[src/common/ooo_pkg.sv]
package ooo_pkg;

   parameter int ARF_WIDTH = 5;              // 32 architectural registers
   parameter int PRF_WIDTH = 6;              // 64 physical registers
   parameter int ROB_WIDTH = 4;              // slot index, robid adds a wrap bit
   parameter int ROB_NUM   = 1 << ROB_WIDTH;
   parameter int FREE_NUM  = 1 << PRF_WIDTH; // one free list entry per physical register

   typedef enum logic [1:0] {
      rob_idle     = 2'd0,
      rob_rollback = 2'd1,  // kill slots younger than the flush
      rob_walk     = 2'd2   // replay survivors into the speculative map
   } rob_state_t;

   typedef struct packed {
      logic                 valid;
      logic                 complete;
      logic                 is_wb;      // writes a destination register
      logic [ARF_WIDTH-1:0] arf_id;
      logic [PRF_WIDTH-1:0] T;
      logic [PRF_WIDTH-1:0] T_old;      // previous mapping, freed at retire
   } rob_entry_t;

endpackage

[src/rob/rob.sv]
`timescale 1ns/1ns

module rob #(
   parameter int  ROB_NUM = ooo_pkg::ROB_NUM,
   localparam int ROB_W   = $clog2(ROB_NUM)
) (
   input  logic                           clk,
   input  logic                           reset_n,
   input  logic                           instr0_valid,
   input  logic                           instr1_valid,
   input  logic                           instr0_is_wb,
   input  logic                           instr1_is_wb,
   input  logic [ooo_pkg::ARF_WIDTH-1:0]  instr0_arf_id,
   input  logic [ooo_pkg::ARF_WIDTH-1:0]  instr1_arf_id,
   input  logic [ooo_pkg::PRF_WIDTH-1:0]  instr0_T,
   input  logic [ooo_pkg::PRF_WIDTH-1:0]  instr1_T,
   input  logic [ooo_pkg::PRF_WIDTH-1:0]  instr0_T_old,
   input  logic [ooo_pkg::PRF_WIDTH-1:0]  instr1_T_old,
   input  logic                           int0alu_wb_valid,
   input  logic                           int0mul_wb_valid,
   input  logic                           int1alu_wb_valid,
   input  logic                           int1lsu_wb_valid,
   input  logic [ROB_W:0]                 int0alu_wb_robid,
   input  logic [ROB_W:0]                 int0mul_wb_robid,
   input  logic [ROB_W:0]                 int1alu_wb_robid,
   input  logic [ROB_W:0]                 int1lsu_wb_robid,
   input  logic                           flush_valid,
   input  logic [ROB_W:0]                 flush_robid,
   output logic [1:0]                     rob_left,   // 0 full, 1 one left, 2 two or more
   output logic [ROB_W:0]                 instr0_robid,
   output logic [ROB_W:0]                 instr1_robid,
   output logic                           retire0_valid,
   output logic                           retire1_valid,
   output logic                           retire0_is_wb,
   output logic                           retire1_is_wb,
   output logic [ooo_pkg::ARF_WIDTH-1:0]  retire0_arf_id,
   output logic [ooo_pkg::ARF_WIDTH-1:0]  retire1_arf_id,
   output logic [ooo_pkg::PRF_WIDTH-1:0]  retire0_T,
   output logic [ooo_pkg::PRF_WIDTH-1:0]  retire1_T,
   output logic [ooo_pkg::PRF_WIDTH-1:0]  retire0_T_old,
   output logic [ooo_pkg::PRF_WIDTH-1:0]  retire1_T_old,
   output logic [ROB_W:0]                 retire0_robid,
   output logic [ROB_W:0]                 retire1_robid,
   output ooo_pkg::rob_state_t            rob_state,
   output logic                           walk0_valid,
   output logic                           walk1_valid,
   output logic [ooo_pkg::ARF_WIDTH-1:0]  walk0_arf_id,
   output logic [ooo_pkg::ARF_WIDTH-1:0]  walk1_arf_id,
   output logic [ooo_pkg::PRF_WIDTH-1:0]  walk0_T,
   output logic [ooo_pkg::PRF_WIDTH-1:0]  walk1_T
);

   ooo_pkg::rob_entry_t slot [ROB_NUM];
   ooo_pkg::rob_state_t state_nxt;

   logic [ROB_W:0]   head, tail, walk, flush_robid_q;   // wrap bit on top
   logic [ROB_W:0]   head_p1, tail_p1, walk_p1, walk_p2, used;
   logic [ROB_W-1:0] head_ptr, head_ptr1, tail_ptr, tail_ptr1, walk_ptr, walk_ptr1;
   logic [ROB_W-1:0] flush_dist;
   logic [1:0]       disp_num;
   logic             walk0_live, walk1_live, walk_done;
   logic [ROB_NUM-1:0] kill;
   logic [3:0]       wb_valid;
   logic [ROB_W:0]   wb_robid [4];

   assign head_p1   = head + 1'b1;
   assign tail_p1   = tail + 1'b1;
   assign walk_p1   = walk + 1'b1;
   assign walk_p2   = walk + 2'd2;
   assign head_ptr  = head[ROB_W-1:0];
   assign head_ptr1 = head_p1[ROB_W-1:0];
   assign tail_ptr  = tail[ROB_W-1:0];
   assign tail_ptr1 = tail_p1[ROB_W-1:0];
   assign walk_ptr  = walk[ROB_W-1:0];
   assign walk_ptr1 = walk_p1[ROB_W-1:0];

   assign wb_valid = {int1lsu_wb_valid, int1alu_wb_valid, int0mul_wb_valid, int0alu_wb_valid};
   assign wb_robid = '{int0alu_wb_robid, int0mul_wb_robid, int1alu_wb_robid, int1lsu_wb_robid};

   assign disp_num = instr0_valid + instr1_valid;
   assign used     = head - tail;
   assign rob_left = (used == ROB_NUM) ? 2'd0 : (used == ROB_NUM - 1) ? 2'd1 : 2'd2;

   // a lone instr1 takes the head slot
   assign instr0_robid = head;
   assign instr1_robid = instr0_valid ? head_p1 : head;

   // in-order retirement, held off during any flush or recovery
   assign retire0_valid = (rob_state == ooo_pkg::rob_idle) && !flush_valid &&
                          slot[tail_ptr].valid && slot[tail_ptr].complete;
   assign retire1_valid = retire0_valid && slot[tail_ptr1].valid && slot[tail_ptr1].complete;
   assign retire0_is_wb  = slot[tail_ptr].is_wb;
   assign retire1_is_wb  = slot[tail_ptr1].is_wb;
   assign retire0_arf_id = slot[tail_ptr].arf_id;
   assign retire1_arf_id = slot[tail_ptr1].arf_id;
   assign retire0_T      = slot[tail_ptr].T;
   assign retire1_T      = slot[tail_ptr1].T;
   assign retire0_T_old  = slot[tail_ptr].T_old;
   assign retire1_T_old  = slot[tail_ptr1].T_old;
   assign retire0_robid  = tail;
   assign retire1_robid  = tail_p1;

   // younger than the flush means further from tail
   assign flush_dist = flush_robid_q[ROB_W-1:0] - tail_ptr;

   always_comb begin
      for (int i = 0; i < ROB_NUM; i++)
         kill[i] = slot[i].valid && (ROB_W'(i) - tail_ptr > flush_dist);
   end

   always_ff @(posedge clk) begin
      if (!reset_n) begin
         for (int i = 0; i < ROB_NUM; i++) begin
            slot[i].valid    <= 1'b0;
            slot[i].complete <= 1'b0;
         end
      end else begin
         if (instr0_valid)
            slot[head_ptr] <= '{valid: 1'b1, complete: 1'b0, is_wb: instr0_is_wb,
                                arf_id: instr0_arf_id, T: instr0_T, T_old: instr0_T_old};
         if (instr1_valid)
            slot[instr0_valid ? head_ptr1 : head_ptr] <= '{valid: 1'b1, complete: 1'b0,
               is_wb: instr1_is_wb, arf_id: instr1_arf_id, T: instr1_T, T_old: instr1_T_old};
         for (int k = 0; k < 4; k++)
            if (wb_valid[k])
               slot[wb_robid[k][ROB_W-1:0]].complete <= 1'b1;
         if (retire0_valid)
            slot[tail_ptr].valid <= 1'b0;
         if (retire1_valid)
            slot[tail_ptr1].valid <= 1'b0;
         if (rob_state == ooo_pkg::rob_rollback)
            for (int i = 0; i < ROB_NUM; i++)
               if (kill[i])
                  slot[i].valid <= 1'b0;
      end
   end

   always_ff @(posedge clk) begin
      if (!reset_n) begin
         head <= '0;
         tail <= '0;
         walk <= '0;
      end else begin
         tail <= tail + retire0_valid + retire1_valid;
         if (rob_state == ooo_pkg::rob_rollback) begin
            head <= flush_robid_q + 1'b1;
            walk <= tail;     // walk restarts from the oldest survivor
         end else begin
            head <= head + disp_num;
            walk <= walk_p2;
         end
      end
   end

   always_ff @(posedge clk) begin
      if (flush_valid)
         flush_robid_q <= flush_robid;
   end

   // walk two slots per cycle up to head
   assign walk0_live  = (walk != head);
   assign walk1_live  = walk0_live && (walk_p1 != head);
   assign walk_done   = !walk1_live || (walk_p2 == head);
   assign walk0_valid = (rob_state == ooo_pkg::rob_walk) && walk0_live && slot[walk_ptr].is_wb;
   assign walk1_valid = (rob_state == ooo_pkg::rob_walk) && walk1_live && slot[walk_ptr1].is_wb;
   assign walk0_arf_id = slot[walk_ptr].arf_id;
   assign walk1_arf_id = slot[walk_ptr1].arf_id;
   assign walk0_T      = slot[walk_ptr].T;
   assign walk1_T      = slot[walk_ptr1].T;

   always_comb begin
      state_nxt = rob_state;
      case (rob_state)
         ooo_pkg::rob_idle:     if (flush_valid) state_nxt = ooo_pkg::rob_rollback;
         ooo_pkg::rob_rollback: if (!flush_valid) state_nxt = ooo_pkg::rob_walk;
         ooo_pkg::rob_walk: begin
            if (flush_valid)
               state_nxt = ooo_pkg::rob_rollback;   // a newer flush restarts recovery
            else if (walk_done)
               state_nxt = ooo_pkg::rob_idle;
         end
         default:               state_nxt = ooo_pkg::rob_idle;
      endcase
   end

   always_ff @(posedge clk) begin
      if (!reset_n)
         rob_state <= ooo_pkg::rob_idle;
      else
         rob_state <= state_nxt;
   end

   a_disp_idle: assert property (@(posedge clk) disable iff (!reset_n)
      (instr0_valid || instr1_valid) |-> rob_state == ooo_pkg::rob_idle);

   a_disp_room: assert property (@(posedge clk) disable iff (!reset_n)
      disp_num <= rob_left);

   for (genvar k = 0; k < 4; k++) begin : g_wb_chk
      a_wb_live: assert property (@(posedge clk) disable iff (!reset_n)
         wb_valid[k] |-> slot[wb_robid[k][ROB_W-1:0]].valid);
   end

endmodule

[src/rename/rename_map.sv]
`timescale 1ns/1ns

module rename_map (
   input  logic                           clk,
   input  logic                           reset_n,
   input  logic                           instr0_valid,
   input  logic                           instr1_valid,
   input  logic                           instr0_is_wb,
   input  logic                           instr1_is_wb,
   input  logic [ooo_pkg::ARF_WIDTH-1:0]  instr0_arf_id,
   input  logic [ooo_pkg::ARF_WIDTH-1:0]  instr1_arf_id,
   input  logic [ooo_pkg::PRF_WIDTH-1:0]  instr0_T,
   input  logic [ooo_pkg::PRF_WIDTH-1:0]  instr1_T,
   input  logic                           retire0_valid,
   input  logic                           retire1_valid,
   input  logic                           retire0_is_wb,
   input  logic                           retire1_is_wb,
   input  logic [ooo_pkg::ARF_WIDTH-1:0]  retire0_arf_id,
   input  logic [ooo_pkg::ARF_WIDTH-1:0]  retire1_arf_id,
   input  logic [ooo_pkg::PRF_WIDTH-1:0]  retire0_T,
   input  logic [ooo_pkg::PRF_WIDTH-1:0]  retire1_T,
   input  ooo_pkg::rob_state_t            rob_state,
   input  logic                           walk0_valid,
   input  logic                           walk1_valid,
   input  logic [ooo_pkg::ARF_WIDTH-1:0]  walk0_arf_id,
   input  logic [ooo_pkg::ARF_WIDTH-1:0]  walk1_arf_id,
   input  logic [ooo_pkg::PRF_WIDTH-1:0]  walk0_T,
   input  logic [ooo_pkg::PRF_WIDTH-1:0]  walk1_T,
   output logic [ooo_pkg::PRF_WIDTH-1:0]  instr0_T_old,
   output logic [ooo_pkg::PRF_WIDTH-1:0]  instr1_T_old
);

   localparam int ARF_NUM = 1 << ooo_pkg::ARF_WIDTH;

   logic [ooo_pkg::PRF_WIDTH-1:0] spec_map [ARF_NUM];
   logic [ooo_pkg::PRF_WIDTH-1:0] arch_map [ARF_NUM];

   assign instr0_T_old = spec_map[instr0_arf_id];
   // same destination in one pair, instr1 replaces what instr0 just mapped
   assign instr1_T_old = (instr0_valid && instr0_is_wb && instr0_arf_id == instr1_arf_id) ?
                         instr0_T : spec_map[instr1_arf_id];

   always_ff @(posedge clk) begin
      if (!reset_n) begin
         for (int i = 0; i < ARF_NUM; i++)
            spec_map[i] <= i[ooo_pkg::PRF_WIDTH-1:0];   // identity
      end else begin
         case (rob_state)
            ooo_pkg::rob_rollback: spec_map <= arch_map;
            ooo_pkg::rob_walk: begin
               if (walk0_valid)
                  spec_map[walk0_arf_id] <= walk0_T;
               if (walk1_valid)
                  spec_map[walk1_arf_id] <= walk1_T;   // younger wins
            end
            default: begin
               if (instr0_valid && instr0_is_wb)
                  spec_map[instr0_arf_id] <= instr0_T;
               if (instr1_valid && instr1_is_wb)
                  spec_map[instr1_arf_id] <= instr1_T;
            end
         endcase
      end
   end

   always_ff @(posedge clk) begin
      if (!reset_n) begin
         for (int i = 0; i < ARF_NUM; i++)
            arch_map[i] <= i[ooo_pkg::PRF_WIDTH-1:0];
      end else begin
         if (retire0_valid && retire0_is_wb)
            arch_map[retire0_arf_id] <= retire0_T;
         if (retire1_valid && retire1_is_wb)
            arch_map[retire1_arf_id] <= retire1_T;
      end
   end

endmodule

[src/rename/free_list.sv]
`timescale 1ns/1ns

module free_list #(
   parameter int  PRF_WIDTH = ooo_pkg::PRF_WIDTH,
   localparam int DEPTH     = 1 << PRF_WIDTH
) (
   input  logic                 clk,
   input  logic                 reset_n,
   input  logic [1:0]           alloc_num,
   input  logic                 release0_valid,
   input  logic                 release1_valid,
   input  logic [PRF_WIDTH-1:0] release0_T,
   input  logic [PRF_WIDTH-1:0] release1_T,
   input  ooo_pkg::rob_state_t  rob_state,
   input  logic [1:0]           walk_num,
   output logic [PRF_WIDTH-1:0] alloc0_T,
   output logic [PRF_WIDTH-1:0] alloc1_T
);

   localparam int ARF_NUM = 1 << ooo_pkg::ARF_WIDTH;

   logic [PRF_WIDTH-1:0] fl [DEPTH];
   logic [PRF_WIDTH:0]   alloc_ptr, commit_ptr, release_ptr;   // wrap bit on top
   logic [PRF_WIDTH:0]   alloc_p1, release_p1, occupancy;
   logic [1:0]           release_num;

   assign alloc_p1    = alloc_ptr + 1'b1;
   assign release_p1  = release_ptr + 1'b1;
   assign release_num = release0_valid + release1_valid;
   assign occupancy   = release_ptr - alloc_ptr;

   assign alloc0_T = fl[alloc_ptr[PRF_WIDTH-1:0]];
   assign alloc1_T = fl[alloc_p1[PRF_WIDTH-1:0]];

   always_ff @(posedge clk) begin
      if (!reset_n) begin
         for (int i = 0; i < DEPTH; i++)
            fl[i] <= PRF_WIDTH'(i + ARF_NUM);   // live part holds ARF_NUM and up
      end else begin
         if (release0_valid)
            fl[release_ptr[PRF_WIDTH-1:0]] <= release0_T;
         if (release1_valid)
            fl[release0_valid ? release_p1[PRF_WIDTH-1:0] : release_ptr[PRF_WIDTH-1:0]]
               <= release1_T;
      end
   end

   always_ff @(posedge clk) begin
      if (!reset_n) begin
         alloc_ptr   <= '0;
         commit_ptr  <= '0;
         release_ptr <= (PRF_WIDTH + 1)'(DEPTH - ARF_NUM);
      end else begin
         release_ptr <= release_ptr + release_num;
         commit_ptr  <= commit_ptr + release_num;   // one per retired destination
         case (rob_state)
            ooo_pkg::rob_rollback: alloc_ptr <= commit_ptr;
            ooo_pkg::rob_walk:     alloc_ptr <= alloc_ptr + walk_num;
            default:               alloc_ptr <= alloc_ptr + alloc_num;
         endcase
      end
   end

   // sized so a pair can always be renamed
   a_never_dry: assert property (@(posedge clk) disable iff (!reset_n)
      occupancy >= 2);

endmodule

[src/design/ooo_backend.sv]
`timescale 1ns/1ns

module ooo_backend #(
   parameter int  ROB_NUM   = ooo_pkg::ROB_NUM,
   parameter int  PRF_WIDTH = ooo_pkg::PRF_WIDTH,
   localparam int ROB_W     = $clog2(ROB_NUM)
) (
   input  logic                           clk,
   input  logic                           reset_n,
   input  logic                           instr0_valid,
   input  logic                           instr1_valid,
   input  logic                           instr0_is_wb,
   input  logic                           instr1_is_wb,
   input  logic [ooo_pkg::ARF_WIDTH-1:0]  instr0_arf_id,
   input  logic [ooo_pkg::ARF_WIDTH-1:0]  instr1_arf_id,
   input  logic                           int0alu_wb_valid,
   input  logic                           int0mul_wb_valid,
   input  logic                           int1alu_wb_valid,
   input  logic                           int1lsu_wb_valid,
   input  logic [ROB_W:0]                 int0alu_wb_robid,
   input  logic [ROB_W:0]                 int0mul_wb_robid,
   input  logic [ROB_W:0]                 int1alu_wb_robid,
   input  logic [ROB_W:0]                 int1lsu_wb_robid,
   input  logic                           flush_valid,
   input  logic [ROB_W:0]                 flush_robid,
   output logic [1:0]                     rob_left,
   output ooo_pkg::rob_state_t            rob_state,
   output logic [ROB_W:0]                 instr0_robid,
   output logic [ROB_W:0]                 instr1_robid,
   output logic                           retire0_valid,
   output logic                           retire1_valid,
   output logic                           retire0_is_wb,
   output logic                           retire1_is_wb,
   output logic [ooo_pkg::ARF_WIDTH-1:0]  retire0_arf_id,
   output logic [ooo_pkg::ARF_WIDTH-1:0]  retire1_arf_id,
   output logic [PRF_WIDTH-1:0]           retire0_T,
   output logic [PRF_WIDTH-1:0]           retire1_T,
   output logic [PRF_WIDTH-1:0]           retire0_T_old,
   output logic [PRF_WIDTH-1:0]           retire1_T_old,
   output logic [ROB_W:0]                 retire0_robid,
   output logic [ROB_W:0]                 retire1_robid
);

   logic [PRF_WIDTH-1:0]          alloc0_T, alloc1_T, instr0_T, instr1_T;
   logic [PRF_WIDTH-1:0]          instr0_T_old, instr1_T_old, walk0_T, walk1_T;
   logic [ooo_pkg::ARF_WIDTH-1:0] walk0_arf_id, walk1_arf_id;
   logic                          walk0_valid, walk1_valid;
   logic [1:0]                    alloc_num, walk_num;

   // first renamed destination takes alloc0
   assign instr0_T  = alloc0_T;
   assign instr1_T  = (instr0_valid && instr0_is_wb) ? alloc1_T : alloc0_T;
   assign alloc_num = (instr0_valid && instr0_is_wb) + (instr1_valid && instr1_is_wb);
   assign walk_num  = walk0_valid + walk1_valid;

   rob #(.ROB_NUM(ROB_NUM)) u_rob (.*);

   rename_map u_rename_map (.*);

   free_list #(.PRF_WIDTH(PRF_WIDTH)) u_free_list (
      .clk            (clk),
      .reset_n        (reset_n),
      .alloc_num      (alloc_num),
      .release0_valid (retire0_valid && retire0_is_wb),
      .release1_valid (retire1_valid && retire1_is_wb),
      .release0_T     (retire0_T_old),
      .release1_T     (retire1_T_old),
      .rob_state      (rob_state),
      .walk_num       (walk_num),
      .alloc0_T       (alloc0_T),
      .alloc1_T       (alloc1_T)
   );

endmodule

[config.mk]
export PLATFORM = sky130hd
export DESIGN_NAME = ooo_backend
export DESIGN_NICKNAME = d
export VERILOG_FILES = /design/src/common/ooo_pkg.sv /design/src/rob/rob.sv /design/src/rename/rename_map.sv /design/src/rename/free_list.sv /design/src/design/ooo_backend.sv
export SDC_FILE = /design/constraint.sdc
export NUM_CORES = 2
export LEC_CHECK = 0
export BUFFER_PORTS_ARGS = -buffer_cell sky130_fd_sc_hd__buf_2
export CELL_PAD_IN_SITES_DETAIL_PLACEMENT = 1
export CELL_PAD_IN_SITES_GLOBAL_PLACEMENT = 1
export CORE_ASPECT_RATIO = 0.5
export CORE_UTILIZATION = 47
export DETAILED_ROUTE_END_ITERATION = 16
export GPL_ROUTABILITY_DRIVEN = 0
export HOLD_SLACK_MARGIN = 0.08
export PLACE_DENSITY_LB_ADDON = 0.1
export SLEW_MARGIN = 10
export SYNTH_ARGS = -nofsm -noshare
export SYNTH_HDL_FRONTEND = slang
export SYNTH_HIERARCHICAL = 1
export SYNTH_SLANG_ARGS = --single-unit
[constraint.sdc]
create_clock -name clk -period 5.1 [get_ports clk]
set_clock_uncertainty 0.05 [all_clocks]
set_input_delay 0.51 -clock clk [delete_from_list [all_inputs] [get_ports clk]]
set_output_delay 0.51 -clock clk [all_outputs]
set_load 0.01 [all_outputs]
; Yosys cells after proc, flatten, opt, wreduce, memory -nomap -nowiden
; Memory sizes are Yosys's and may differ from the RTL's. A register that Yosys moved wholly into a read port is not among the register bits.
; Index checks and enable logic that the tools add are counted.
[word_totals]
reg_bits = 427
ram_bits = 704
in_bits = 46
memories = 2
[memory_table]
columns = name, depth, word_bits, rd, rd_clocked_by_memory_dff, wr, line
row1 = u_free_list.fl, 64, 6, 2, 1, 64, free_list.sv:22  ; logic [PRF_WIDTH-1:0] fl [DEPTH];
row2 = u_rob.slot, 16, 20, 20, 2, 22, rob.sv:53  ; ooo_pkg::rob_entry_t slot [ROB_NUM];
[classes]
add_sub_neg = 36
order_cmp = 28
eq_ne = 47
n_mux = 177
bitwise_logic = 238
reduce_logical = 47
[ops]
columns = operator, count
row1 = $mux W192, 11
row2 = $bwmux W192, 6
row3 = $pmux W192 S2, 1
row4 = $demux W6 S5, 6
row5 = $eq A4 B4 Y1 const B, 32
row6 = $mux W1, 113
row7 = $and A1 B1 Y1, 108
row8 = $mux W6, 18
row9 = $not A1 Y1, 72
row10 = $gt A4 B4 Y1, 16
row11 = $bmux W6 S5, 2
row12 = $mux W20, 2
row13 = $reduce_or A20 Y1, 2
row14 = $logic_and A1 B1 Y1, 37
row15 = $and A1 B1 Y1 const B, 36
row16 = $ge A6 B6 Y1 const B, 6
row17 = $lt A6 B1 Y1 const B, 6
row18 = $not A5 Y6, 6
row19 = $sub A4 B4 Y4 const A, 8
row20 = $add A7 B2 Y7, 4
row21 = $add A5 B1 Y5 const B, 4
row22 = $mux W4, 5
row23 = $eq A4 B4 Y1, 4
row24 = $or A1 B1 Y1, 16
row25 = other kinds (29), 52

; Logic depth before layout (Yosys ltp)
[depth]
ltp_word = 27
mapped_depth = 19

; Cells and area by module
; The synthesis kept the hierarchy.
[modules_own_cells]
columns = mod, n_inst, cells_per_inst, area_per_inst_um2, seq_area_each_um2
row1 = rename_map, 1, 3532, 28353.4, 7687.4
row2 = rob, 1, 2452, 25859.8, 9779.4
row3 = free_list, 1, 1927, 24054.3, 11891.4
row4 = ooo_backend, 1, 13, 121.4, 0.0

; Least setup slack after synthesis
; Ideal clock, no wire load.
[synth_timing]
path_type = register to register
startpoint = reg u_rob.tail[1], in the netlist u_rob/retire0_robid[1]
endpoint = mem u_free_list.fl[0][0], enable pin
arrival_ns = 5.241
setup_slack_ns = -0.559
path_stages_with_launch = 18
path_buffers = 6
period_less_slack_ns = 5.659
path_cell_list = dfxtp_1 clkbuf_1 buf_2 buf_1 inv_1 ha_1 clkbuf_1 clkbuf_1 mux4_2 nand2_1 and3_1 a31oi_1 and2_1 nand2_1 nor2b_1 nand2_1 clkbuf_1 o211ai_1
[synth_lines]
columns = element, line
row1 = from (decl), rob.sv:56  ; logic [ROB_W:0] head, tail, walk, flush_robid_q;
row2 = from (signal assigned), rob.sv:144  ; tail <= tail + retire0_valid + retire1_valid;
row3 = to (decl), free_list.sv:22

; Worst setup path in the final report
[layout_timing]
startpoint = reg u_free_list.alloc_ptr[0]
endpoint = reg u_rename_map/spec_map[102] in the netlist's numbering
[layout_via]
elab_chain_cells = 6
[layout_rtl]
columns = element, line
row1 = from (decl), free_list.sv:23  ; logic [PRF_WIDTH:0] alloc_ptr, commit_ptr, release_ptr;
row2 = from (signal assigned), free_list.sv:57  ; ooo_pkg::rob_rollback: alloc_ptr <= commit_ptr;
row3 = from (signal assigned), free_list.sv:58  ; ooo_pkg::rob_walk: alloc_ptr <= alloc_ptr + walk_num;
row4 = from (signal assigned), free_list.sv:59  ; default: alloc_ptr <= alloc_ptr + alloc_num;
row5 = $add A6 B1 Y6, free_list.sv:27  ; assign alloc_p1 = alloc_ptr + 1'b1;
row6 = $mem_v2 Z64 W6, -
row7 = via alloc1_T[0], ooo_backend.sv:44  ; logic [PRF_WIDTH-1:0] alloc0_T, alloc1_T, instr0_T, instr1_T;
row8 = $mux W6, ooo_backend.sv:52  ; assign instr1_T = (instr0_valid && instr0_is_wb) ? alloc1_T : alloc0_T;
row9 = via instr1_T[0], ooo_backend.sv:44
row10 = $bwmux W192, rename_map.sv:60  ; spec_map[instr1_arf_id] <= instr1_T;
row11 = $mux W192, rename_map.sv:59  ; if (instr1_valid && instr1_is_wb)
row12 = $pmux W192 S2, rename_map.sv:48  ; case (rob_state)
row13 = to (signal assigned), rename_map.sv:49  ; ooo_pkg::rob_rollback: spec_map <= arch_map;
row14 = "to (signal, indexed assignment)", rename_map.sv:58  ; spec_map[instr0_arf_id] <= instr0_T;
row15 = "to (signal, indexed assignment)", rename_map.sv:60
row16 = to (decl), rename_map.sv:35  ; logic [ooo_pkg::PRF_WIDTH-1:0] spec_map [ARF_NUM];
; The timed path passes the listed nets, and every way through them passes these cells.
; A chain may end at the register's enable or synchronous reset.

==> metrics.txt <==
result of the run complete, but fails checks; violated checks capacitance limit, slew limit; maximum fanout count along the critical path 27; Seq pwr share 0.413; floorplan die area 169000 sq um; net count after synthesis 8040; PortBufs 103; synthesized instance count 7924; first-pass GRT wire length 558 mm; horizontal die dimension 580 microns; Final Routed Wirelength 396 mm; area of the mapped netlist 78400 sq um; effective utilization at floorplan 0.476; Final Hold Fails 0; post-route worst hold slack 0.122 ns; number of antenna violations at the first check in global routing 38; setup violators final 0; Detail Route Antenna Nets 0; clock sink count 1128; commonest cells in the synthesized netlist 1256 x sky130_fd_sc_hd__nand2_1, 677 x sky130_fd_sc_hd__edfxtp_1, 609 x sky130_fd_sc_hd__o21ai_0, 575 x sky130_fd_sc_hd__clkbuf_1, 548 x sky130_fd_sc_hd__mux4_2; First-pass DRT Iterations 6; Detail Placement HPWL 258 mm; clock edge transition at the registers on the reported setup and hold paths 0.07 ns; sequential share of the synthesized area 0.375; register-to-register setup slack 0.02 ns; sum of negative setup slack 0 ns; number of violations reported at the end of detailed-routing iteration 0 12.0k; number of vias per cell after detailed routing 7.69; portion of the clock cycle consumed by the worst path in the final layout 0.996; headroom to the max-slew limit -0.00122; ratio of cells with drive above 1 in the final layout 0.196; post-DR wirelength/cell 39.3 microns; Clk pwr share 0.362; power per cell area 289 nW/um^2; warnings from Yosys 6; max-slew violation count 1; Synth Flop Type sky130_fd_sc_hd__edfxtp_1; insertion delay to the later sink of the worst-skew pair 0.79 ns; CTS root buf sky130_fd_sc_hd__clkbuf_16; CP startpoint kind flip-flop; peak supply drop 0.357 mV; nets 7870; Max Clk Rate 0.197 GHz; reported net switching power 8.42 mW; cell accounting for the most synthesized area sky130_fd_sc_hd__edfxtp_1; CTS Buf Count 113; mean instance size in the synthesized netlist 9.89 sq um; Placeable Area 165000 sq um; post-route DRC violation count 0; die boundary height 291 microns; most common cell in the netlist sky130_fd_sc_hd__nand2_1; category of the critical setup timing path reg -> reg; hold_sp int0mul_wb_robid[0]; number of global-route vias before repair 77.4k; H-tree levels 3; Max Cap Viol 1; CTS tree built; total global-route track usage 0.459; distinct cell type count after synthesis 114; setup repair after global routing missed its margin false; maximum clock path buffer count 3; Worst R2R Start u_free_list/alloc_ptr[0]$_SDFF_PN0_; I/O Pins 108; number of stages on the worst hold path 3; maximum number of pins on one net before global-route repair 111; slew at the pin with the worst max-slew slack 1.49 ns; Crit. Startpoint u_free_list/alloc_ptr[0]$_SDFF_PN0_; hold worst-path end u_rob/slot[5][18]$_DFF_P_; internal power of the cells 16.5 mW; Arrival @ worst endpoint 5.69 ns; Remaining Overflow, GRT 0; total number of vias 77.4k; Crit. End Element flip-flop; count of state elements after synthesis 1128; Rows 105; number of enable-type register cells in the synthesized netlist 677; worst min-delay path class in -> reg; cells on worst reg2reg path 12; area share of the leading cell type in the synthesized netlist 0.259; crit path time final 5.08 ns; combinational share of power 0.225; R2R Path End u_rename_map/spec_map[102]$_SDFF_PN0_; Async SR Flop Fraction 0; switching fraction of total power 0.338; synth top area cells sky130_fd_sc_hd__edfxtp_1 26%, sky130_fd_sc_hd__mux4_2 16%, sky130_fd_sc_hd__dfxtp_1 12%; required time at the worst-slack endpoint 5.71 ns; area growth from synthesis to layout 10.1%; Leak 30.5 nW
==> per-layer routing <==
metal | wire, microns | part of all wire | up-vias | track usage
li1 | - | - | 30000 | -
met1 | 137000 | 0.35 | 38600 | 0.559
met2 | 167000 | 0.42 | 6721 | 0.668
met3 | 56000 | 0.14 | 2057 | 0.161
met4 | 36000 | 0.091 | 28 | 0.347
met5 | 191 | 0.00048 | - | 0
==> through the flow <==
stage | worst slack, ns | util | power [mW] | std cells | cell area (sq um)
after floorplan | 0.0611 | - | 13.3 | 7924 | 78400
after global placement | 0.266 | 0.500 | 15.5 | 9822 | 82300
after detailed placement | 0.154 | 0.500 | 15.7 | 9822 | 82300
after CTS | 0.109 | 0.523 | 24.6 | 10000 | 86200
after global routing | 0.0182 | 0.524 | 25.3 | 10100 | 86300
final | 0.0193 | 0.524 | 24.9 | 10100 | 86300
==> cells in the final DEF, fill, tap and decap left out, types with 101 or more instances in the layout <==
cell,instances
sky130_fd_sc_hd__a21oi_1,378
sky130_fd_sc_hd__a22oi_1,120
sky130_fd_sc_hd__buf_2,101
sky130_fd_sc_hd__buf_4,394
sky130_fd_sc_hd__clkbuf_16,116
sky130_fd_sc_hd__dfxtp_1,443
sky130_fd_sc_hd__edfxtp_1,677
sky130_fd_sc_hd__inv_1,142
sky130_fd_sc_hd__mux2i_1,481
sky130_fd_sc_hd__mux4_2,548
sky130_fd_sc_hd__nand2_1,1253
sky130_fd_sc_hd__nand3_1,173
sky130_fd_sc_hd__nor2_1,470
sky130_fd_sc_hd__o21ai_0,608
sky130_fd_sc_hd__o22ai_1,237
==> state kept, by name, summed over array words and instances (netlist names) <==
register and cells:
u_free_list/alloc_ptr 6, u_free_list/commit_ptr 6, u_free_list/fl 384, u_free_list/release_ptr 6, u_rename_map/arch_map 192, u_rename_map/spec_map 192, u_rob/flush_robid_q 5, u_rob/instr0_robid 5
u_rob/retire0_robid 5, u_rob/rob_state 2, u_rob/slot 320, u_rob/walk 5
==> how the worst max path moves through the flow <==
stage / endpoint / slack, ns / cells after the start
after floorplan: u_free_list/fl[0][0]$_DFFE_PP_ / 0.06 / 17
after global placement: u_free_list/fl[9][5]$_DFFE_PP_ / 0.27 / 15
after detailed placement: u_rename_map/spec_map[185]$_SDFF_PN0_ / 0.15 / 11
after CTS: u_rename_map/spec_map[185]$_SDFF_PN0_ / 0.11 / 11
after global routing: u_free_list/fl[1][0]$_DFFE_PP_ / 0.02 / 11
final: u_rename_map/spec_map[102]$_SDFF_PN0_ / 0.02 / 12
==> power by group through the flow <==
stage | Sequential (mW) | Clock [mW] | Combinational, mW
after floorplan | 10.3 | 0 | 2.99
after global placement | 10.4 | 0 | 5.10
after detailed placement | 10.5 | 0 | 5.24
after CTS | 10.3 | 9.01 | 5.27
after global routing | 10.3 | 9.35 | 5.59
final | 10.3 | 9.02 | 5.61
==> cell type report <==
| type | instances | area [sq um] |
|---|---|---|
| clock buffer | 150 | 3180 |
| timing repair buffer | 538 | 4230 |
| tap | 2193 | 2740 |
| multi-input combinational | 5820 | 45500 |
| inverter | 153 | 579 |
| sequential | 1128 | 29400 |
| fill | 17800 | 78400 |
| clock inverter | 63 | 651 |
| antenna | 28 | 70.1 |
==> cell families (layout without fill, tap and decap cells) <==
family                   count (synthesis)  count (layout)  share of synthesized area
buffers and inverters                  976             904                     0.0518
flip-flops                            1128            1128                      0.375
AND/OR/NAND/NOR                       2397            2397                      0.138
XOR/XNOR                                68              68                    0.00846
multiplexers                          1121            1121                      0.233
other                                    0              28                          0
AO/OA/AOI/OAI                         2162            2162                      0.182
adder cells (fa/ha/maj)                 72              72                     0.0122
==> worst max-delay path, cell delays in order, from the launching register on <==
cell	delay [ns]
sky130_fd_sc_hd__dfxtp_4	0.38
sky130_fd_sc_hd__ha_4	0.39
sky130_fd_sc_hd__buf_12	0.26
sky130_fd_sc_hd__mux4_2	0.57
sky130_fd_sc_hd__inv_1	0.08
sky130_fd_sc_hd__o22ai_1	0.09
sky130_fd_sc_hd__o21ai_0	0.79
sky130_fd_sc_hd__nand4_1	0.33
sky130_fd_sc_hd__mux2_2	0.59
sky130_fd_sc_hd__nand2b_1	0.52
sky130_fd_sc_hd__o21ai_0	0.56
sky130_fd_sc_hd__a31oi_1	0.08
sky130_fd_sc_hd__o21a_1	0.15
==> repair_timing <==
| item | in CTS | in global routing |
|---|---|---|
| endpoints found under the setup margin | 1 | 75 |
| endpoints found under the hold margin | 7 | 0 |
| setup buffers | 0 | 1 |
| hold buffers | 6 | 0 |
| gates resized for setup | 1 | 9 |
| pin swaps | 0 | 1 |
Note: power is estimated with default switching activity, not from simulation.
